File: src/source/mmuDefs.svh
`ifndef MMU_DEFS_SVH
`define MMU_DEFS_SVH

// data TLB geometry

`define TLB_ENTRIES 16

`define TLB_IDX_W 4       // log2 of TLB_ENTRIES

// address space identifier
`define ASID_W 4

// 4 KB pages
`define PAGE_OFS_W 12

`endif

File: src/source/mmuPkg.sv
`include "mmuDefs.svh"

package mmuPkg;

    localparam int VADDR_W = 32;
    localparam int VPN_W = VADDR_W - `PAGE_OFS_W;
    localparam int PFN_W = 20;
    localparam logic [2:0] C_UNCACHED = 3'd2;     // cache attribute for uncached pages

    typedef struct packed {
        logic [VPN_W-1:0]   vpn;
        logic [`ASID_W-1:0] asid;
        logic               g;      // global entry ignores asid
        logic [PFN_W-1:0]   pfn;
        logic [2:0]         c;
        logic               d;      // dirty means writable
        logic               v;
    } tlbEntry_t;

    typedef struct packed {
        logic                  found;
        logic [`TLB_IDX_W-1:0] index;
        logic [PFN_W-1:0]      pfn;
        logic [2:0]            c;
        logic                  d;
        logic                  v;
    } tlbLookup_t;

    typedef struct packed {
        logic [VADDR_W-1:0] vaddr;
        logic [`ASID_W-1:0] asid;
        logic               read;
        logic               store;
    } memReq_t;

    typedef struct packed {
        logic rdRefill;
        logic wrRefill;
        logic rdInvalid;
        logic wrInvalid;
        logic modified;
    } tlbExc_t;

    typedef struct packed {
        logic [VADDR_W-1:0] paddr;
        logic               uncached;
        logic               stall;
        logic               accessOk;   // access may proceed this cycle
        tlbExc_t            exc;
    } memResp_t;

endpackage

File: src/source/dtlbStage.sv
`timescale 1ns/1ps
`include "mmuDefs.svh"

module dtlbStage (
    input  logic                clk,
    input  logic                reset,
    input  logic                flush,
    input  mmuPkg::memReq_t     req,
    input  mmuPkg::tlbLookup_t  lookup,
    output mmuPkg::memResp_t    resp
);

    import mmuPkg::*;

    typedef enum logic {
        IDLE,
        SEARCH
    } state_t;

    state_t state;
    state_t stateNext;

    logic [3:0]             segNibble;
    logic                   isKseg0;
    logic                   isKseg1;
    logic                   isMapped;
    logic                   access;
    logic                   mappedAccess;
    logic [VPN_W-1:0]       reqVpn;
    logic [`PAGE_OFS_W-1:0] pageOfs;

    logic                   bufFilled;
    logic [VPN_W-1:0]       bufVpn;
    logic [`ASID_W-1:0]     bufAsid;
    tlbLookup_t             bufData;
    logic                   bufHit;
    logic                   bufWe;

    logic                   stall;
    logic                   excCheck;
    tlbExc_t                exc;
    logic [VADDR_W-1:0]     paddr;
    logic                   uncached;
    logic                   accessOk;

    assign segNibble = req.vaddr[VADDR_W-1:VADDR_W-4];
    assign reqVpn    = req.vaddr[VADDR_W-1:`PAGE_OFS_W];
    assign pageOfs   = req.vaddr[`PAGE_OFS_W-1:0];

    always_comb begin
        isKseg0 = 1'b0;
        isKseg1 = 1'b0;
        case (segNibble)
            4'h8, 4'h9: isKseg0 = 1'b1;     // unmapped and cached
            4'hA, 4'hB: isKseg1 = 1'b1;     // unmapped and uncached
            default: ;
        endcase
    end

    assign isMapped     = !(isKseg0 || isKseg1);
    assign access       = req.read || req.store;
    assign mappedAccess = isMapped && access;

    // buffer tag match
    assign bufHit = bufFilled && (bufVpn == reqVpn) && (bufAsid == req.asid);
    assign stall  = mappedAccess && !bufHit;

    always_ff @(posedge clk) begin
        if (reset) begin
            state <= IDLE;
        end else begin
            state <= stateNext;
        end
    end

    always_comb begin
        stateNext = state;
        case (state)
            IDLE: begin
                if (stall) begin
                    stateNext = SEARCH;
                end
            end
            SEARCH: stateNext = IDLE;       // buffer captured at this edge
            default: stateNext = IDLE;
        endcase
    end

    assign bufWe = (state == SEARCH) && mappedAccess;

    always_ff @(posedge clk) begin
        if (reset || flush) begin
            bufFilled <= 1'b0;
        end else if (bufWe) begin
            bufFilled <= 1'b1;
        end
    end

    // tag and array answer including not-found results
    always_ff @(posedge clk) begin
        if (bufWe) begin
            bufVpn  <= reqVpn;
            bufAsid <= req.asid;
            bufData <= lookup;
        end
    end

    always_comb begin
        if (isKseg1) begin
            paddr = {3'b000, req.vaddr[28:0]};
        end else if (isKseg0) begin
            paddr = {1'b0, req.vaddr[30:0]};
        end else begin
            paddr = {bufData.pfn, pageOfs};
        end
    end

    assign uncached = isKseg1 || (isMapped && bufHit && (bufData.c == C_UNCACHED));

    // only a mapped access that hits the buffer can fault
    assign excCheck = mappedAccess && bufHit;

    always_comb begin
        exc.rdRefill  = excCheck && req.read && !bufData.found;
        exc.wrRefill  = excCheck && req.store && !bufData.found;
        exc.rdInvalid = excCheck && req.read && bufData.found && !bufData.v;
        exc.wrInvalid = excCheck && req.store && bufData.found && !bufData.v;
        exc.modified  = excCheck && req.store && bufData.found && bufData.v
                        && !bufData.d;
    end

    assign accessOk = access && !stall && (exc == '0);

    always_comb begin
        resp.paddr    = paddr;
        resp.uncached = uncached;
        resp.stall    = stall;
        resp.accessOk = accessOk;
        resp.exc      = exc;
    end

endmodule

File: src/source/mmuTop.sv
`timescale 1ns/1ps
`include "mmuDefs.svh"

module mmuTop (
    input  logic                   clk,
    input  logic                   reset,
    input  mmuPkg::memReq_t        req,
    input  logic                   tlbWe,
    input  logic [`TLB_IDX_W-1:0]  tlbWIndex,
    input  mmuPkg::tlbEntry_t      tlbWEntry,
    output mmuPkg::memResp_t       resp
);

    import mmuPkg::*;

    tlbLookup_t       lookup;
    logic [VPN_W-1:0] reqVpn;

    assign reqVpn = req.vaddr[VADDR_W-1:`PAGE_OFS_W];

    tlbArray tlbArrayInst (
        .clk    (clk),
        .reset  (reset),
        .we     (tlbWe),
        .wIndex (tlbWIndex),
        .wEntry (tlbWEntry),
        .vpn    (reqVpn),
        .asid   (req.asid),
        .lookup (lookup)
    );

    // any TLB write empties the lookup buffer
    dtlbStage dtlbStageInst (
        .clk    (clk),
        .reset  (reset),
        .flush  (tlbWe),
        .req    (req),
        .lookup (lookup),
        .resp   (resp)
    );

endmodule

File: src/source/tlbArray.sv
`timescale 1ns/1ps
`include "mmuDefs.svh"

module tlbArray (
    input  logic                      clk,
    input  logic                      reset,
    input  logic                      we,
    input  logic [`TLB_IDX_W-1:0]     wIndex,
    input  mmuPkg::tlbEntry_t         wEntry,
    input  logic [mmuPkg::VPN_W-1:0]  vpn,
    input  logic [`ASID_W-1:0]        asid,
    output mmuPkg::tlbLookup_t        lookup
);

    import mmuPkg::*;

    tlbEntry_t entries [`TLB_ENTRIES];

    logic [`TLB_ENTRIES-1:0] matchVec;
    logic                    hitAny;
    logic [`TLB_IDX_W-1:0]   hitIdx;
    tlbEntry_t               hitEntry;

    // entry storage
    always_ff @(posedge clk) begin
        if (reset) begin
            for (int i = 0; i < `TLB_ENTRIES; i++) begin
                entries[i] <= '0;       // all invalid
            end
        end else if (we) begin
            entries[wIndex] <= wEntry;
        end
    end

    // parallel tag compare
    always_comb begin
        for (int i = 0; i < `TLB_ENTRIES; i++) begin
            matchVec[i] = (entries[i].vpn == vpn)
                          && (entries[i].g || (entries[i].asid == asid));
        end
    end

    // lowest matching entry wins
    always_comb begin
        hitAny = 1'b0;
        hitIdx = '0;
        for (int i = `TLB_ENTRIES - 1; i >= 0; i--) begin
            if (matchVec[i]) begin
                hitAny = 1'b1;
                hitIdx = `TLB_IDX_W'(i);
            end
        end
    end

    assign hitEntry = entries[hitIdx];

    // result fields are zero on a miss
    always_comb begin
        lookup = '0;
        if (hitAny) begin
            lookup.found = 1'b1;
            lookup.index = hitIdx;
            lookup.pfn   = hitEntry.pfn;
            lookup.c     = hitEntry.c;
            lookup.d     = hitEntry.d;
            lookup.v     = hitEntry.v;
        end
    end

endmodule

File: config.mk
export PLATFORM = sky130hd
export DESIGN_NAME = mmuTop
export DESIGN_NICKNAME = d
export VERILOG_FILES = /design/src/source/mmuPkg.sv /design/src/source/dtlbStage.sv /design/src/source/mmuTop.sv /design/src/source/tlbArray.sv
export VERILOG_INCLUDE_DIRS = /design/src /design/src/source
export SDC_FILE = /design/constraint.sdc
export NUM_CORES = 1
export LEC_CHECK = 0
export ABC_AREA = 1
export BUFFER_PORTS_ARGS = -buffer_cell sky130_fd_sc_hd__buf_2
export CORE_ASPECT_RATIO = 1.75
export CORE_MARGIN = 2
export CORE_UTILIZATION = 40
export CTS_CLUSTER_DIAMETER = 80
export DETAILED_ROUTE_END_ITERATION = 10
export HOLD_SLACK_MARGIN = 0.03
export SYNTH_ARGS = -nofsm -noshare
export SYNTH_HDL_FRONTEND = slang
export SYNTH_SLANG_ARGS = --single-unit
File: constraint.sdc
create_clock -name clk -period 6.5 [get_ports clk]
set_input_delay 0.975 -clock clk [delete_from_list [all_inputs] [get_ports clk]]
set_output_delay 0.975 -clock clk [all_outputs]
set_load 0.01 [all_outputs]
* Word-level counts from Yosys, hierarchy flattened
Memories as Yosys holds them, arrays and structs flattened. Index checks and enable logic that the tools add are counted.
Word-level totals: bits in registers 52, RAM bits 800, word-level logic and storage cells 163, memories kept 1
Memories:
- tlbArrayInst.entries | depth 16, width 50, rd ports 17, clocked after Yosys merged registers in 0, wr ports 16, RTL line tlbArray.sv:17 | tlbEntry_t entries [`TLB_ENTRIES];
Cells by class: eq/ne operators 39, muxes and demuxes 47, bitwise operators 1, reductions and logical operators 66
Operator list (count):
- $eq 20x20->1 | 17
- $eq 4x4->1 | 17
- $mux 4 | 17
- $mux 32 | 2
- $mux 50 | 1
- $reduce_or 50->1 | 1
- $logic_and 1x1->1 | 36
- $mux 30 | 1
- $mux 1 | 25
- $logic_or 1x1->1 | 20
- $eq 4x4->1 const B | 4
- $logic_not 1->1 | 6
- $logic_not 5->1 | 1
- $reduce_or 2->1 | 2
- $eq 3x2->1 const B | 1
- $pmux 1 s2 | 1
- $not 1->1 | 1

* Longest topological paths before layout
Gate-level depths: netlist of run 1. An unclocked memory read counts as a cell.
depth in word-level cells 21, depth in mapped cells 31

* Modules after synthesis
A second synthesis of run 1 with hierarchy kept.
Second synthesis, totals: cells, all modules 3972, area total of the unflattened synthesis 40253.6 um^2
By module, submodules not included:
- tlbArray | times used 1, cells an instance 3709, area an instance 37763.7 um^2
- dtlbStage | times used 1, cells an instance 263, area an instance 2489.9 um^2

* Least setup slack after synthesis of run 1
No wires, ideal clock.
path kind input port to output port, from input port req[31] (netlist name), to output port resp[5] (netlist name), arrival 3108 ps, path slack 2417 ps, cell stages on the path 12, path buffers 4, cell sequence inv_2 -> buf_2 -> buf_2 -> buf_2 -> nand2_1 -> o21ai_1 -> or4_1 -> nor4_2 -> nand2_1 -> nor3_1 -> nor4_1 -> buf_4
RTL lines:
- start, declared | RTL line mmuTop.sv:7 | input mmuPkg::memReq_t req,
- end, declared | RTL line mmuTop.sv:11 | output mmuPkg::memResp_t resp

==> metrics.cfg, run 1 <==
[status]
status=completed

[grt]
antenna_found_initial=2
grt_use_total_pct=25.95
grt_pass1_vias=29380
grt_overflow=0
grt_start_max_net_pins=101
grt_pass1_wl_um=195400

[final_layout]
nets=4095
area.growth.synth_to_final_pct=10.47
stdcell_area_um2=45090
drive_gt1_share_pct=8.805

[drt]
first_pass_iters=7
drtIter0Drc=2968
drc=0
routedWlPerCell_um=25.19
postRouteAntennaNets=0
vias=29830
totalWireLength_um=136000
vias_per_cell=5.524

[sta]
setup_violations=0
maxSlewHeadroom_pct=20.12
min_period_ns=5.197
slew_violations=0
holdWs_ns=0.4185
fmax_ghz=0.1924
tightest_slew_ns=1.198
grt_setup_unrepaired=no
period_share_pct=79.95
totalNegativeSetupSlack_ns=0
hold_viol_final=0
skew_ns=0.02136

[yosys]
yosysWarningCount=0
syn-cell-area_um2=40820
netlist_instances=4043
synth-seq-cells=852
yosys.cell_types.count=41
yosysSeqAreaShare_pct=62.63
yosysTopAreaCell=edfxtp_1
syn-mean-instance-area_um2=10.10
syn-num-nets=4138
synth_area_leaders=edfxtp_1, nor2_1, nand3_1
synth_top_area_share_pct=62.53

[setup_path]
path_max_fanout=36
path_class=input pin to primary output
end_kind=primary output
worst_ep_required_time_ns=5.52
worstPathArrival_ns=4.22
cp-start-kind=input pin

[floorplan]
num_io_pins=135
die_w_um=245.5
die_h_um=426.6
rows=155
coreArea_um2=101600
die-area_um2=104700
start_util_pct=40.16

[power_and_ir_drop]
vdd_drop_max_uv=182.1
p_leak_nw=17.99
power_density_nw_per_um2=269.8
total_power_mw=12.16

[cts]
clk_latency_ns=0.68
cts_resized=0
clk_pin_slew_worst_paths_ns=0.06
cts_setup_buffers=0
cts_buffers=81
cts_tree=done
cts_root_buf=clkbuf_16
cts_max_path_buffers=3
htree_num_levels=3
clock_sinks=852
cts_hold_buf=0

[placement]
post_dp_cell_area_um2=42500
io_buffers=110
hpwl_um=78240
gp_congestion=0.9491

[min_path]
holdCritPathClass=flop to flop

[run]
maxCapViolCount=0

[metal layers]
metal / vias up / share of wire [%] / GRT usage (%) / wire [µm]
li1: 13230 / - / - / -
met1: 14740 / 36 / 30.00 / 48860
met2: 1473 / 49 / 43.95 / 66290
met3: 386 / 8.0 / 4.336 / 10890
met4: 0 / 7.3 / 17.78 / 9994
met5: - / 0 / 0 / 0
[registers in the layout (all words and copies together) (netlist names)]
register,cells
dtlbStageInst.bufFilled,1
tlbArrayInst.entries,800
dtlbStageInst.bufVpn,20
dtlbStageInst.state,1
dtlbStageInst.bufData,26
dtlbStageInst.bufAsid,4
[power by group]
| part | switching [mW] | internal [mW] |
|---|---|---|
| logic | 0.667 | 0.251 |
| clock network | 2.12 | 2.67 |
| registers | 0.106 | 6.35 |
[logic make-up after synthesis]
logic type	Yosys count	synth area share [%]
xor+xnor	274	5.879
simple gates	2042	21.99
compound gates	146	2.167
flops	852	62.63
buf+inv	729	7.326
[area by class of cell]
type | count | area, µm²
well taps | 1334 | 1669
diodes | 1 | 2.502
flip-flops and latches | 852 | 25560
repair buffers | 181 | 1209
inverters | 422 | 1589
clock buffers | 103 | 2195
fillers | 9569 | 56530
multi-input cells | 2462 | 12470
clock inverters | 46 | 392.9
[critical path, stage by stage]
cell	delay (ns)
buf_2	0.54
inv_1	0.35
nor2_1	0.17
buf_4	0.21
clkinv_1	0.80
o21ai_0	0.89
buf_2	0.25
[cells in the mapped netlist]
| library cell | number |
|---|---|
| o21ai_1 | 4 |
| or2_2 | 10 |
| nand3_1 | 442 |
| o21ai_0 | 55 |
| a41oi_1 | 9 |
| or4_4 | 1 |
| nor3b_1 | 1 |
| clkinv_1 | 4 |
| nor3_1 | 20 |
| nor4_4 | 1 |
| and2_1 | 5 |
| o22ai_1 | 20 |
| buf_1 | 6 |
| inv_4 | 1 |
| a31oi_1 | 2 |
| buf_4 | 20 |
| o2111ai_1 | 6 |
| a2111oi_0 | 1 |
| o221ai_1 | 1 |
| nor4_1 | 37 |
| inv_1 | 405 |
| or4_1 | 6 |
| buf_6 | 4 |
| nand2_2 | 3 |
| a211oi_1 | 8 |
| inv_2 | 12 |
| nand2_1 | 495 |
| a41o_1 | 1 |
| a22o_1 | 6 |
| nor4_2 | 2 |
| dfxtp_1 | 2 |
| a221oi_1 | 4 |
| edfxtp_1 | 850 |
| nand4_1 | 22 |
| clkbuf_1 | 160 |
| xnor2_1 | 119 |
| nand3b_1 | 126 |
| nor2_1 | 871 |
| buf_2 | 117 |
| xor2_1 | 155 |
| a21oi_1 | 29 |
[metrics by stage]
| step | setup slack (ns) | utilization, % | std cells |
|---|---|---|---|
| final | 1.303 | 44.37 | 5401 |
| after global placement | 0.8235 | 41.82 | 5251 |
| after CTS | 1.456 | 44.37 | 5400 |
| after detailed placement | 0.8784 | 41.82 | 5251 |
| after floorplan | 2.417 | - | 4043 |
| after global routing | 1.301 | 44.37 | 5401 |
[cell usage in the layout (no fill, tap or decap), types with 16 or more instances in the layout]
master     instances
nor2_1           869
edfxtp_1         850
nand2_1          462
nand3_1          442
inv_1            404
xor2_1           155
nand3b_1         126
xnor2_1          119
buf_2            110
clkbuf_16         85
buf_4             61
o21ai_0           55
nor4_1            37
a21oi_1           29
clkinv_1          24
nand4_1           22
o22ai_1           20
nor3_1            20
nand2_2           18
clkbuf_1          18
nand2_4           16
[final timing paths]
path,depth (start not counted),end,slack [ns],startpoint
worst max register to register,14,dtlbStageInst.bufData[9]$_SDFFCE_PN0P_,2.03,tlbArrayInst.entries[2][42]$_SDFFCE_PN0P_
worst min-delay path,1,dtlbStageInst.state$_SDFF_PP0_,0.42,dtlbStageInst.state$_SDFF_PP0_
worst min register to register,1,dtlbStageInst.state$_SDFF_PP0_,0.42,dtlbStageInst.state$_SDFF_PP0_
worst max-delay path,7,resp[24],1.30,req[37]
No activity file was read; power rests on OpenSTA's default activity.
==> run 2: changes to the inputs <==
Clock period 6.5 ns to 5 ns, I/O delays scaled along.
==> run 2 against run 1 <==
Worst hold slack got worse by 0.14 ns; die area did not move; global-route usage grew 0.64 points; cell count is 1.1% higher; non-clock buffer count up 69; wire length increased by 2.6%; critical path type unchanged; largest power group unchanged; highest routed layer is now met5.
==> metrics.cfg, run 2 (same netlist as run 1, synthesis figures left out) <==
[cts]
cts_max_path_buffers=3
clk_pin_slew_worst_paths_ns=0.06
cts_tree=done
cts_root_buf=clkbuf_16
clock_sinks=852
clk_latency_ns=0.67
cts_setup_buffers=0
htree_num_levels=3
cts_resized=0
cts_buffers=82
cts_hold_buf=0

[drt]
vias_per_cell=5.516
postRouteAntennaNets=0
met2_length_um=69420
wl_met1_um=49420
drtIter0Drc=2696
routedWlPerCell_um=25.55
route.met3.wl_um=10240
highest_layer=met5
vias=30130
drc=0
totalWireLength_um=139500
first_pass_iters=8

[sta]
tightest_slew_ns=1.284
period_share_pct=85.98
skew_ns=0.03488
min_period_ns=4.299
setup_violations=0
holdWs_ns=0.2743
totalNegativeSetupSlack_ns=0
fmax_ghz=0.2326
slew_violations=0
grt_setup_unrepaired=no
hold_viol_final=0
maxSlewHeadroom_pct=14.19

[grt]
grt_use_total_pct=26.59
grt_pass1_vias=29950
grt_start_max_net_pins=123
grt_overflow=0
antenna_found_initial=2
grt_pass1_wl_um=199800

[power_and_ir_drop]
power_density_nw_per_um2=350.0
p_leak_nw=18.42
vdd_drop_max_uv=308.6
total_power_mw=16.04

[floorplan]
rows=155
start_util_pct=40.16
num_io_pins=135
coreArea_um2=101600
die-area_um2=104700
die_h_um=426.6
die_w_um=245.5

[final_layout]
final_common_cell=nor2_1
top_regs=tlbArrayInst.entries: 800 flops, dtlbStageInst.bufData: 26 flops, dtlbStageInst.bufVpn: 20 flops
largest_reg_flops=800
area.growth.synth_to_final_pct=12.32
drive_gt1_share_pct=10.37
largest_register=tlbArrayInst.entries
nets=4165
fillers=9601
final_cell_mix=nor2_1, edfxtp_1, nand2_1
stdcell_area_um2=45850

[setup_path]
slowest_delay_ns=0.69
worst_ep_required_time_ns=4.25
worstPathArrival_ns=3.55
crit_chain=buf_2 -> inv_1 -> nand2_1 -> nand3_1 -> a2111oi_0 -> nand3_1 -> nor4_2 -> buf_4 -> nor2_1 -> clkinv_1 -> o221ai_1 -> nor4_1 -> buf_2
crit_family=buffers and inverters
path_class=input pin to primary output
end_kind=primary output
path_max_fanout=18
crit_slowest_cell=a2111oi_0
worst-path-buf-inv=5
cp-start-kind=input pin

[run]
maxCapViolCount=0

[status]
status=completed

[placement]
hpwl_um=82590
io_buffers=110
gp_congestion=0.9380
post_dp_cell_area_um2=43190

[min_path]
holdCritPathClass=input pin to flop

[run 2: cell count changes in the layout (fill, tap and decap cells not counted), sizes merged]
| cell | change |
|---|---|
| buf | +69 |
| bufinv | +4 |
| clkbuf | -1 |
| clkinv | -11 |
| clkinvlp | -1 |
| diode | +1 |
[run 2: metrics by stage]
| stage | setup WS, ns | util [%] | cells |
|---|---|---|---|
| detailed placement | 0.2373 | 42.50 | 5320 |
| finish | 0.7012 | 45.11 | 5462 |
| global placement | 0.2577 | 42.50 | 5320 |
| floorplan | 1.367 | - | 4043 |
| global route | 0.4381 | 45.11 | 5461 |
| CTS | 0.7441 | 45.11 | 5460 |
[run 2: final timing paths]
| check | start | cells after the start | slack, ns | end |
|---|---|---|---|---|
| worst min-delay path | tlbWe | 2 | 0.27 | dtlbStageInst.bufFilled$_SDFFE_PP0P_ |
| worst max register to register | tlbArrayInst.entries[0][33]$_SDFFCE_PN0P_ | 11 | 0.95 | dtlbStageInst.bufData[15]$_SDFFCE_PN0P_ |
| worst min register to register | dtlbStageInst.state$_SDFF_PP0_ | 1 | 0.42 | dtlbStageInst.state$_SDFF_PP0_ |
| worst max-delay path | req[5] | 13 | 0.70 | resp[5] |
[run 2: area by class of cell]
type	instances	area [µm²]	area share [%]
multi-input cells	2462	12470	27.21
clock buffers	102	2191	4.779
clock inverters	38	464.2	1.013
repair buffers	250	1889	4.121
flip-flops and latches	852	25560	55.76
inverters	422	1589	3.466
well taps	1334	1669	3.641
diodes	2	5.005	0.01092
[run 2: report_power, final]
part / switching (mW) / internal, mW
logic: 0.880 / 0.343
registers: 0.141 / 8.26
clock network: 2.76 / 3.66
[run 2: per-layer routing]
metal	GRT usage, %	vias up
met2	46.33	1430
met3	3.727	439
met4	18.03	2
met1	30.15	14890
li1	-	13370
met5	0	-
